===== src/mm_pkg.sv =====
// Shared types for the integer matrix-vector MAC accelerator.
// Elements are signed 8-bit, accumulators signed 20-bit. The widths are
// chosen so that a full ARRAY_DIM reduction plus bias cannot overflow.
// IDX_W must be wide enough to index ARRAY_DIM rows.

package mm_pkg;

  localparam int DATA_W    = 8;
  localparam int ACC_W     = 20;
  localparam int ARRAY_DIM = 4;
  localparam int IDX_W     = 2;

  // Scalar element and accumulator
  typedef logic signed [DATA_W-1:0] elem_t;
  typedef logic signed [ACC_W-1:0]  acc_t;

  // One X row, the W vector or the Y vector
  typedef elem_t [ARRAY_DIM-1:0] elem_vec_t;

  // Finished result, one accumulator per row
  typedef acc_t [ARRAY_DIM-1:0] z_vec_t;

  // Tag carried with every input beat
  typedef enum logic [1:0] {
    BEAT_X_ROW = 2'd0,
    BEAT_W_VEC = 2'd1,
    BEAT_Y_VEC = 2'd2
  } beat_kind_e;

  // Row is only looked at for X row beats
  typedef struct packed {
    beat_kind_e       kind;
    logic [IDX_W-1:0] row;
    elem_vec_t        data;
  } in_beat_t;

  // Complete operand set for one job
  typedef struct packed {
    elem_vec_t [ARRAY_DIM-1:0] x;
    elem_vec_t                 w;
    elem_vec_t                 y;
  } job_t;

endpackage


===== src/mm_load_buffer.sv =====
// Collects tagged input beats into one operand set.
// A beat overwrites the slot it names, so the last write wins.
// Beats are refused while the accelerator is busy and while a complete
// set waits for its start pulse. A beat kind outside the enum is dropped.
`timescale 1ns/10ps

module mm_load_buffer
  import mm_pkg::*;
(
  input  logic     clk_i,
  input  logic     rst_i,
  input  logic     in_valid_i,
  input  in_beat_t in_beat_i,
  output logic     in_ready_o,
  input  logic     busy_i,
  output job_t     job_o,
  output logic     job_start_o
);

  job_t                 job_q;
  logic [ARRAY_DIM-1:0] x_written_q;
  logic                 w_written_q;
  logic                 y_written_q;
  logic                 all_written;
  logic                 accept;
  logic                 job_start_q;

  assign all_written = (&x_written_q) & w_written_q & y_written_q;

  // Hold off new beats until the engine has taken the set
  assign in_ready_o = !busy_i && !all_written;
  assign accept     = in_valid_i && in_ready_o;

  // Written flags and the start pulse
  always_ff @(posedge clk_i) begin
    if (rst_i) begin
      x_written_q <= '0;
      w_written_q <= 1'b0;
      y_written_q <= 1'b0;
      job_start_q <= 1'b0;
    end else begin
      job_start_q <= all_written;
      if (all_written) begin
        x_written_q <= '0;
        w_written_q <= 1'b0;
        y_written_q <= 1'b0;
      end else if (accept) begin
        case (in_beat_i.kind)
          BEAT_X_ROW: x_written_q[in_beat_i.row] <= 1'b1;
          BEAT_W_VEC: w_written_q <= 1'b1;
          BEAT_Y_VEC: y_written_q <= 1'b1;
          default: ;
        endcase
      end
    end
  end

  // Operand storage
  always_ff @(posedge clk_i) begin
    if (accept) begin
      case (in_beat_i.kind)
        BEAT_X_ROW: job_q.x[in_beat_i.row] <= in_beat_i.data;
        BEAT_W_VEC: job_q.w <= in_beat_i.data;
        BEAT_Y_VEC: job_q.y <= in_beat_i.data;
        default: ;
      endcase
    end
  end

  assign job_o       = job_q;
  assign job_start_o = job_start_q;

endmodule


===== src/mm_pe_row.sv =====
// One row of the array: multiplies X[r][k] by W[k] and accumulates.
// NumPipeRegs sets the product pipeline depth, valid from 1 to 3.
// y_i must stay stable until the last product has been accumulated.
`timescale 1ns/10ps

module mm_pe_row
  import mm_pkg::*;
#(
  parameter int NumPipeRegs = 1
) (
  input  logic  clk_i,
  input  logic  rst_i,
  input  elem_t x_i,
  input  elem_t w_i,
  input  elem_t y_i,
  input  logic  issue_i,
  input  logic  first_i,
  output acc_t  acc_o
);

  localparam int ProdW = 2 * DATA_W;

  logic signed [ProdW-1:0] prod_q [NumPipeRegs];
  logic [NumPipeRegs-1:0]  vld_q;
  logic [NumPipeRegs-1:0]  first_q;
  acc_t                    acc_q;

  // Valid and first markers travel alongside the product
  always_ff @(posedge clk_i) begin
    if (rst_i) begin
      vld_q   <= '0;
      first_q <= '0;
    end else begin
      vld_q[0]   <= issue_i;
      first_q[0] <= first_i;
      for (int i = 1; i < NumPipeRegs; i++) begin
        vld_q[i]   <= vld_q[i-1];
        first_q[i] <= first_q[i-1];
      end
    end
  end

  always_ff @(posedge clk_i) begin
    prod_q[0] <= x_i * w_i;
    for (int i = 1; i < NumPipeRegs; i++) begin
      prod_q[i] <= prod_q[i-1];
    end
    // First product of a job starts from the bias
    if (vld_q[NumPipeRegs-1]) begin
      if (first_q[NumPipeRegs-1]) begin
        acc_q <= acc_t'(y_i) + acc_t'(prod_q[NumPipeRegs-1]);
      end else begin
        acc_q <= acc_q + acc_t'(prod_q[NumPipeRegs-1]);
      end
    end
  end

  assign acc_o = acc_q;

endmodule


===== src/mm_engine.sv =====
// Steps the reduction index over ARRAY_DIM cycles and feeds all rows.
// z_done_o fires ARRAY_DIM + NumPipeRegs + 1 cycles after job_start_i.
// job_i must stay stable from job_start_i until z_done_o.
// A new job_start_i while a job is running restarts the issue.
`timescale 1ns/10ps

module mm_engine
  import mm_pkg::*;
#(
  parameter int NumPipeRegs = 1
) (
  input  logic   clk_i,
  input  logic   rst_i,
  input  logic   job_start_i,
  input  job_t   job_i,
  output z_vec_t z_o,
  output logic   z_done_o
);

  logic [IDX_W-1:0]     k_q;
  logic                 issue_q;
  logic                 first_issue;
  logic                 last_issue;
  logic [NumPipeRegs:0] done_sr_q;

  assign first_issue = issue_q && (k_q == '0);
  assign last_issue  = issue_q && (k_q == IDX_W'(ARRAY_DIM - 1));

  // Reduction counter, one W element per cycle
  always_ff @(posedge clk_i) begin
    if (rst_i) begin
      issue_q <= 1'b0;
      k_q     <= '0;
    end else if (job_start_i) begin
      issue_q <= 1'b1;
      k_q     <= '0;
    end else if (issue_q) begin
      if (last_issue) begin
        issue_q <= 1'b0;
        k_q     <= '0;
      end else begin
        k_q <= k_q + 1'b1;
      end
    end
  end

  // Follows the last issue through the product pipe and accumulator
  always_ff @(posedge clk_i) begin
    if (rst_i) begin
      done_sr_q <= '0;
    end else begin
      done_sr_q <= {done_sr_q[NumPipeRegs-1:0], last_issue};
    end
  end

  assign z_done_o = done_sr_q[NumPipeRegs];

  for (genvar r = 0; r < ARRAY_DIM; r++) begin : gen_rows
    mm_pe_row #(
      .NumPipeRegs ( NumPipeRegs       )
    ) i_pe_row (
      .clk_i       ( clk_i             ),
      .rst_i       ( rst_i             ),
      .x_i         ( job_i.x[r][k_q]   ),
      .w_i         ( job_i.w[k_q]      ),
      .y_i         ( job_i.y[r]        ),
      .issue_i     ( issue_q           ),
      .first_i     ( first_issue       ),
      .acc_o       ( z_o[r]            )
    );
  end

endmodule


===== src/mm_z_buffer.sv =====
// Holds the finished Z vector until the consumer accepts it.
// z_valid_o and z_o stay stable while z_ready_i is low.
// busy_o covers the whole job, from the start pulse to the hand-off,
// and is high already in the cycle of job_start_i.
`timescale 1ns/10ps

module mm_z_buffer
  import mm_pkg::*;
(
  input  logic   clk_i,
  input  logic   rst_i,
  input  logic   job_start_i,
  input  logic   z_done_i,
  input  z_vec_t z_i,
  output logic   z_valid_o,
  output z_vec_t z_o,
  input  logic   z_ready_i,
  output logic   busy_o
);

  z_vec_t z_q;
  logic   z_valid_q;
  logic   busy_q;
  logic   handoff;

  assign handoff = z_valid_q && z_ready_i;

  always_ff @(posedge clk_i) begin
    if (rst_i) begin
      z_valid_q <= 1'b0;
      busy_q    <= 1'b0;
    end else begin
      if (z_done_i) begin
        z_valid_q <= 1'b1;
      end else if (handoff) begin
        z_valid_q <= 1'b0;
      end
      if (job_start_i) begin
        busy_q <= 1'b1;
      end else if (handoff) begin
        busy_q <= 1'b0;
      end
    end
  end

  always_ff @(posedge clk_i) begin
    if (z_done_i) begin
      z_q <= z_i;
    end
  end

  assign z_valid_o = z_valid_q;
  assign z_o       = z_q;
  // Start pulse counts at once so no beat slips in before busy_q is set
  assign busy_o    = busy_q | job_start_i;

endmodule


===== src/mm_top.sv =====
// Matrix-vector MAC accelerator, Z = Y + X * W on one ARRAY_DIM block.
// Input and output use valid/ready. Only one job runs at a time.
// NumPipeRegs is the product pipeline depth per row, from 1 to 3.
// First Z comes ARRAY_DIM + NumPipeRegs + 3 cycles after the last beat.
`timescale 1ns/10ps

module mm_top
  import mm_pkg::*;
#(
  parameter int NumPipeRegs = 1
) (
  input  logic     clk_i,
  input  logic     rst_i,
  input  logic     in_valid_i,
  input  in_beat_t in_beat_i,
  output logic     in_ready_o,
  output logic     z_valid_o,
  output z_vec_t   z_o,
  input  logic     z_ready_i,
  output logic     busy_o
);

  job_t   job;
  logic   job_start;
  z_vec_t z_engine;
  logic   z_done;

  mm_load_buffer i_load_buffer (
    .clk_i       ( clk_i      ),
    .rst_i       ( rst_i      ),
    .in_valid_i  ( in_valid_i ),
    .in_beat_i   ( in_beat_i  ),
    .in_ready_o  ( in_ready_o ),
    .busy_i      ( busy_o     ),
    .job_o       ( job        ),
    .job_start_o ( job_start  )
  );

  mm_engine #(
    .NumPipeRegs ( NumPipeRegs )
  ) i_engine (
    .clk_i       ( clk_i       ),
    .rst_i       ( rst_i       ),
    .job_start_i ( job_start   ),
    .job_i       ( job         ),
    .z_o         ( z_engine    ),
    .z_done_o    ( z_done      )
  );

  mm_z_buffer i_z_buffer (
    .clk_i       ( clk_i       ),
    .rst_i       ( rst_i       ),
    .job_start_i ( job_start   ),
    .z_done_i    ( z_done      ),
    .z_i         ( z_engine    ),
    .z_valid_o   ( z_valid_o   ),
    .z_o         ( z_o         ),
    .z_ready_i   ( z_ready_i   ),
    .busy_o      ( busy_o      )
  );

endmodule


===== config.mk =====
export PLATFORM = sky130hd
export DESIGN_NAME = mm_top
export DESIGN_NICKNAME = d
export VERILOG_FILES = /design/src/mm_pkg.sv /design/src/mm_load_buffer.sv /design/src/mm_pe_row.sv /design/src/mm_engine.sv /design/src/mm_z_buffer.sv /design/src/mm_top.sv
export SDC_FILE = /design/constraint.sdc
export NUM_CORES = 1
export LEC_CHECK = 0
export BUFFER_PORTS_ARGS = -buffer_cell sky130_fd_sc_hd__buf_2
export CAP_MARGIN = 10
export CELL_PAD_IN_SITES_DETAIL_PLACEMENT = 1
export CELL_PAD_IN_SITES_GLOBAL_PLACEMENT = 2
export CORE_UTILIZATION = 46
export DETAILED_ROUTE_END_ITERATION = 10
export PLACE_DENSITY_LB_ADDON = 0.3
export SYNTH_ARGS = -nofsm -noshare
export SYNTH_HDL_FRONTEND = slang
export SYNTH_SLANG_ARGS = --single-unit

===== constraint.sdc =====
create_clock -name clk_i -period 11.45 [get_ports clk_i]
set_clock_uncertainty 0.05 [all_clocks]
set_input_delay 1.7175 -clock clk_i [delete_from_list [all_inputs] [get_ports clk_i]]
set_output_delay 1.7175 -clock clk_i [all_outputs]
set_load 0.1 [all_outputs]

==> results of run 1 <==
[final cells by class]
cell class	instances	area, um^2	share of cell area [%]
Multi-Input combinational cell	1887	16490	48.98
Sequential cell	432	12190	36.20
Clock buffer	71	1413	4.195
Inverter	376	1411	4.192
Tap cell	855	1070	3.177
Timing Repair Buffer	145	783.3	2.326
Clock inverter	26	315.3	0.9364
[layout by cell type, fill, tap and decap left out, types with 30 or more instances in the layout]
| cell | Yosys | layout |
|---|---|---|
| inv_1 | 375 | 374 |
| edfxtp_1 | 352 | 352 |
| ha_1 | 258 | 258 |
| nor2_1 | 253 | 251 |
| fa_1 | 228 | 228 |
| nand2_1 | 173 | 173 |
| a21oi_1 | 136 | 136 |
| buf_2 | 11 | 122 |
| xnor2_1 | 112 | 112 |
| o21ai_0 | 111 | 106 |
| dfxtp_1 | 80 | 75 |
| a21o_1 | 54 | 54 |
| clkbuf_16 | 0 | 52 |
| nor2b_1 | 50 | 50 |
| xor2_1 | 50 | 50 |
| o21a_1 | 45 | 45 |
| mux2i_1 | 41 | 41 |
| nor3_1 | 35 | 35 |
| mux2_2 | 30 | 30 |
[worst max-delay path by stage]
stage | from | endpoint | slack (ns) | cells after the start
final | i_engine.k_q[0] | i_engine.gen_rows[2].i_pe_row.prod_q[0][14] | 4.36 | 21
after global routing | i_engine.k_q[0] | i_engine.gen_rows[3].i_pe_row.prod_q[0][14] | 3.89 | 21
after CTS | i_engine.k_q[0] | i_engine.gen_rows[2].i_pe_row.prod_q[0][14] | 4.34 | 21
after detailed placement | i_engine.k_q[0] | i_engine.gen_rows[2].i_pe_row.prod_q[0][14] | 4.38 | 21
after global placement | i_engine.k_q[0] | i_engine.gen_rows[3].i_pe_row.prod_q[0][14] | 4.64 | 21
after floorplan | i_load_buffer.job_start_o | i_load_buffer.job_o[64] | 5.70 | 5
[state kept, by name, summed over array words and instances, names as in the netlist]
register                            flops
i_load_buffer.job_o                   192
i_engine.gen_rows.i_pe_row.acc_o       80
i_z_buffer.z_o                         80
i_engine.gen_rows.i_pe_row.prod_q      64
i_load_buffer.x_written_q               4
i_engine.done_sr_q                      2
i_engine.k_q                            2
i_engine.gen_rows.i_pe_row.first_q      1
i_engine.gen_rows.i_pe_row.vld_q        1
i_engine.issue_q                        1
i_load_buffer.job_start_o               1
i_load_buffer.w_written_q               1
i_load_buffer.y_written_q               1
i_z_buffer.busy_q                       1
i_z_buffer.z_valid_o                    1
[synth_stat cells (10+ instances only)]
library cell / n / area share (%)
edfxtp_1: 352 / 35
or3_1: 11 / 0.23
buf_2: 11 / 0.18
clkbuf_1: 42 / 0.52
o21ai_0: 111 / 1.8
a31oi_1: 16 / 0.33
a21o_1: 54 / 1.3
o21bai_1: 13 / 0.32
and2_1: 27 / 0.56
mux2i_1: 41 / 1.4
a211oi_1: 19 / 0.47
nand3_1: 19 / 0.31
a21oi_1: 136 / 2.2
nand2_1: 173 / 2.1
mux4_2: 14 / 1.0
mux2_2: 30 / 1.1
xnor2_1: 112 / 3.2
dfxtp_1: 80 / 5.3
o211ai_1: 10 / 0.25
nand2b_1: 26 / 0.54
o21ai_1: 15 / 0.25
nor2b_1: 50 / 1.0
xor2_1: 50 / 1.4
inv_1: 375 / 4.6
nor3_1: 35 / 0.58
o21a_1: 45 / 1.1
or2_2: 13 / 0.27
fa_1: 228 / 15
ha_1: 258 / 11
and3_1: 15 / 0.31
nor2_1: 253 / 3.1
[layer usage]
layer  track usage (%)  vias up
met5                 0        -
met4             6.065        2
met3             3.570      113
met2             40.93      493
met1             33.40    10648
li1                  -     9735
[power by group]
group | internal, uW | switching, uW | total (uW)
registers | 1860 | 96.8 | 1960
clock network | 1000 | 688 | 1690
logic | 965 | 1240 | 2210
total | 3830 | 2030 | 5860
[logic make-up (layout without fill, tap and decap cells)]
logic type      count (synthesis)  after routing  share of synthesized area [%]
compound gates                507            507                          10.69
xor+xnor                      162            162                          4.686
fa+ha+maj                     486            486                          25.74
buf+inv                       436            618                          5.451
flops                         432            432                          40.20
mux                            85             85                          3.513
simple gates                  647            647                          9.724
[per-stage QoR]
stage                     hold WS, ns  cells  utilization (%)  power [uW]  cell area [um^2]
after global placement         0.3708   3695            49.37        4086             31940
after detailed placement       0.3729   3695            49.37        4187             31940
final                          0.3783   3792            52.04        5857             33670
after global routing           0.4009   3792            52.04        6235             33670
after floorplan                0.3638   2755                -        3669             30280
after CTS                      0.3852   3792            52.04        5907             33670
==> results.cfg, run 1 <==
[run_status]
outcome = completed

[clocking]
cts-resized-gates = 0
cts_tree = yes
postCtsHoldBufs = 0
cts_setup_buffers = 0
path_clk_slew_ns = 0.06
clkLatencyLatePin_ns = 0.63
clock-sinks = 432
cts_max_level = 2
cts.path.max_buffers = 3
root_buffer = clkbuf_16
numCtsBuffers = 52

[die]
initial_core_util_pct = 46.80
io-pin-count = 123
die_x_um = 258.6
die_h_um = 258.6
die_area_um2 = 66850
core.rowCount = 93
coreArea_um2 = 64700

[worst_setup_path]
rr_startpoint = i_engine.k_q[0]
crit_slowest_cell = o21ai_2
path_class = flip-flop to flip-flop
cp-start-kind = flip-flop
path_cells = buf_4 -> mux2_2 -> o21ai_2 -> buf_4 -> nor2b_1 -> fa_1 -> inv_1 -> fa_1 -> inv_1 -> fa_1 -> inv_1 -> fa_1 -> inv_1 -> ha_1 -> o21ai_0 -> a21boi_0 -> o21ai_0 -> nand2b_1 -> and3_1 -> o21a_1 -> o311ai_0
r2r_slack_ns = 4.36
crit_buf_inv = 6
worstRegToRegCells = 21
cp_top_family = adder cells
crit_arrival_ns = 7.53
r2r-end = i_engine.gen_rows[2].i_pe_row.prod_q[0][14]
critPathMaxFanout = 42
crit_path_end_kind = flip-flop
required_ns = 11.89
max_stage_delay_ns = 0.69

[synth]
synth-edff-count = 352
synth.yosys.seq_area_share_pct = 40.20
ys_seq_elements = 432
synth_cells = 2755
synthArstFlopShare_pct = 0
ys_warn_count = 0
netlist_area_um2 = 30280
synth_fp_nets = 3281
ys_types = 71
synth_area_per_cell_um2 = 10.99
synth_ff_type = edfxtp_1

[sta]
fmaxAchievable_mhz = 141.1
setup_viol = 0
slew_violations = 0
rsz0062_at_grt = no
tightest_slew_ns = 1.149
slew_headroom_pct = 23.43
min_period_over_period_pct = 61.90
timing.final.ws_setup_ns = 4.362
fin_crit_ns = 7.088
setup-tns-final_ns = 0
hold_viol = 0

[flow_run]
max_cap_viol_count = 0

[placed_design]
dp_hpwl_um = 59840
dp_slack_ns = 4.378
io_buffers = 122
gp_congestion = 0.8450

[min_path]
hp-start = i_engine.done_sr_q[0]
min_to = i_engine.done_sr_q[1]
hold_path.class = flip-flop to flip-flop
min_delay_path_depth = 1

[pwr]
p_per_area_nw_per_um2 = 173.9
ir_worst_vdd_mv = 0.1076
leakagePower_uw = 0.01419

[detailed_routing]
drt-met1-wl_um = 36190
drc = 0
drt_iter0_drc = 1345
wire_per_inst_um = 21.15
drt_first_pass_iters = 5
ant_nets = 0
wl_um = 80190
dr_total_vias = 20991
wl_met3_um = 4203
met2_length_um = 38140
viasPerCell = 5.536
highest_layer = met5

[global_route]
grt_max_degree = 64
grt_pass1_vias = 22717
grt_use_total_pct = 24.46
antenna_found_initial = 6
grt-ovfl-total = 0
grt_pass1_wl_um = 126800

[layout]
drive_gt1_share_pct = 10.45
nets = 3420
fillers = 7008
layout-area-overhead-vs-synth_pct = 11.21
n_antenna_cell = 0
Note: power is estimated with default switching activity, not from simulation.
==> inputs of run 2 (changes only) <==
--- a/config.mk
+++ b/config.mk
@@ -9,7 +9,7 @@
 export CAP_MARGIN = 10
 export CELL_PAD_IN_SITES_DETAIL_PLACEMENT = 1
 export CELL_PAD_IN_SITES_GLOBAL_PLACEMENT = 2
-export CORE_UTILIZATION = 46
+export CORE_UTILIZATION = 43
 export DETAILED_ROUTE_END_ITERATION = 10
 export PLACE_DENSITY_LB_ADDON = 0.3
 export SYNTH_ARGS = -nofsm -noshare
==> constraint.sdc (replaced) <==
create_clock -name clk_i -period 7.41 [get_ports clk_i]
set_clock_uncertainty 0.05 [all_clocks]
set_input_delay 1.1115 -clock clk_i [delete_from_list [all_inputs] [get_ports clk_i]]
set_output_delay 1.1115 -clock clk_i [all_outputs]
set_load 0.1 [all_outputs]
==> run 2 against run 1 <==
  * Flip-flop and latch count is the same
  * Die area grew 6.9%
  * Design area up 0.57%
  * Maximum frequency up 14%
  * Routed wire length is essentially flat
  * Combinational power increased by 54%
  * Sequential share of layout area fell by 0.21 points
  * Sequential power grew 54%
  * Non-clock buffer count grew 5
  * Critical path depth did not move
  * Worst hold slack better by 0.020 ns
  * Critical path type unchanged
==> results.cfg, run 2 (synthesized netlist as in run 1, its figures left out) <==
[run_status]
outcome = completed

[detailed_routing]
dr_total_vias = 20749
drt_first_pass_iters = 7
wire_per_inst_um = 20.70
drt_iter0_drc = 1184
wl_um = 80190
viasPerCell = 5.356
drc = 0
ant_nets = 0

[clocking]
postCtsHoldBufs = 0
cts.path.max_buffers = 3
path_clk_slew_ns = 0.06
cts_max_level = 2
cts_setup_buffers = 0
cts_tree = yes
cts-resized-gates = 0
numCtsBuffers = 52
clkLatencyLatePin_ns = 0.64
root_buffer = clkbuf_16
clock-sinks = 432

[pwr]
leakagePower_uw = 0.01425
switchingPower_uw = 3161
intPower_uw = 5928
ir_worst_vdd_mv = 0.1556
p_total_uw = 9089
share_seq_of_total_power_pct = 33.2
p_per_area_nw_per_um2 = 268.4
netSwitchingFraction_pct = 34.77
clockPowerShare_pct = 29.2
combPwrFrac_pct = 37.6

[die]
io-pin-count = 123
die_area_um2 = 71480
core.rowCount = 96
die_h_um = 267.4
die_x_um = 267.4
coreArea_um2 = 69190
initial_core_util_pct = 43.76

[placed_design]
gp_congestion = 0.8259
dp_hpwl_um = 60990
io_buffers = 122
place_inst = 3775
dp_slack_ns = 1.015

[layout]
final_cell_mix = 374 x inv_1, 352 x edfxtp_1, 258 x ha_1
n_antenna_cell = 0
final_cells = 3874
fillers = 7526
final_common_cell = inv_1
nets = 3425
drive_gt1_share_pct = 10.81
layout-area-overhead-vs-synth_pct = 11.85
largest_reg_flops = 192

[sta]
min_period_over_period_pct = 83.96
setup-tns-final_ns = 0
setup_viol = 0
rsz0062_at_grt = no
tightest_slew_ns = 1.007
slew_headroom_pct = 31.16
fin_crit_ns = 6.221
hold_viol = 0
slew_violations = 0
fmaxAchievable_mhz = 160.7
timing.final.ws_setup_ns = 1.189
timing.hold.ws_ns = 0.3986

[worst_setup_path]
required_ns = 7.91
crit_top_cell = fa_1
path_cells = buf_12 -> mux2i_1 -> nand2_1 -> o21a_1 -> nand2_1 -> fa_1 -> inv_1 -> fa_1 -> inv_1 -> fa_1 -> fa_1 -> inv_1 -> ha_1 -> nor2b_1 -> o21ai_0 -> a21boi_0 -> o21ai_0 -> nand2b_1 -> a31o_2 -> a2111oi_0 -> nand3b_1
critPathMaxFanout = 39
max_stage_delay_ns = 0.83
crit_arrival_ns = 6.72
path_class = flip-flop to flip-flop
crit_path_end_kind = flip-flop
crit_slowest_cell = o21a_1
cp-start-kind = flip-flop

[min_path]
hold_path.class = flip-flop to flip-flop

[global_route]
grt_pass1_vias = 22354
antenna_found_initial = 5
grt_use_total_pct = 22.97
grt_pass1_wl_um = 125400
grt_max_degree = 58
grt-ovfl-total = 0

[flow_run]
max_cap_viol_count = 0
==> run 2: layout make-up <==
class / instances / area (um^2) / area share [%]
sequential: 432 / 12190 / 35.99
clock inverter: 36 / 397.9 / 1.175
timing repair buffer: 150 / 862.1 / 2.546
clock buffer: 62 / 1349 / 3.983
multi-input combinational: 1887 / 16490 / 48.70
tap: 931 / 1165 / 3.440
inverter: 376 / 1411 / 4.168
==> run 2: final timing paths <==
check                                      startpoint                                          end  slack, ns  depth (start not counted)
worst min-delay path            i_engine.done_sr_q[0]                        i_engine.done_sr_q[1]       0.40                          1
worst max-delay path                  i_engine.k_q[0]  i_engine.gen_rows[3].i_pe_row.prod_q[0][14]       1.19                         21
worst max register to register        i_engine.k_q[0]  i_engine.gen_rows[3].i_pe_row.prod_q[0][14]       1.19                         21
worst min register to register  i_engine.done_sr_q[0]                        i_engine.done_sr_q[1]       0.40                          1
==> run 2: power by group through the flow <==
stage	registers, uW	clock network [uW]	logic, uW
6_report	3020	2660	3410
4_1_cts	3020	2720	3440
3_3_place_gp	3070	0	3250
5_1_grt	3030	2790	3870
3_5_place_dp	3070	0	3400
2_1_floorplan	3000	0	2670
==> run 2: metrics by stage <==
| stage | cell area [um^2] | util, % |
|---|---|---|
| after floorplan | 30280 | - |
| after global placement | 32110 | 46.40 |
| after detailed placement | 32110 | 46.40 |
| after CTS | 33850 | 48.93 |
| after global routing | 33860 | 48.95 |
| final | 33860 | 48.95 |
==> run 2: layer usage <==
layer / track usage (%) / up-vias / routed length [um]
met5: 0 / - / 0
met4: 5.312 / 0 / 1460
met3: 3.963 / 93 / 4458
met2: 37.53 / 439 / 37240
met1: 31.75 / 10450 / 37030
li1: - / 9767 / -
==> run 2: critical path: cells and delay by family (launching register included) <==
kind | cells | cell delay [ns]
adders and majority gates | 5 | 2.08
AOI/OAI and AO/OA | 6 | 2.05
and+or+nand+nor | 5 | 0.70
DFF | 1 | 0.56
buffers and inverters | 4 | 0.53
muxes | 1 | 0.14
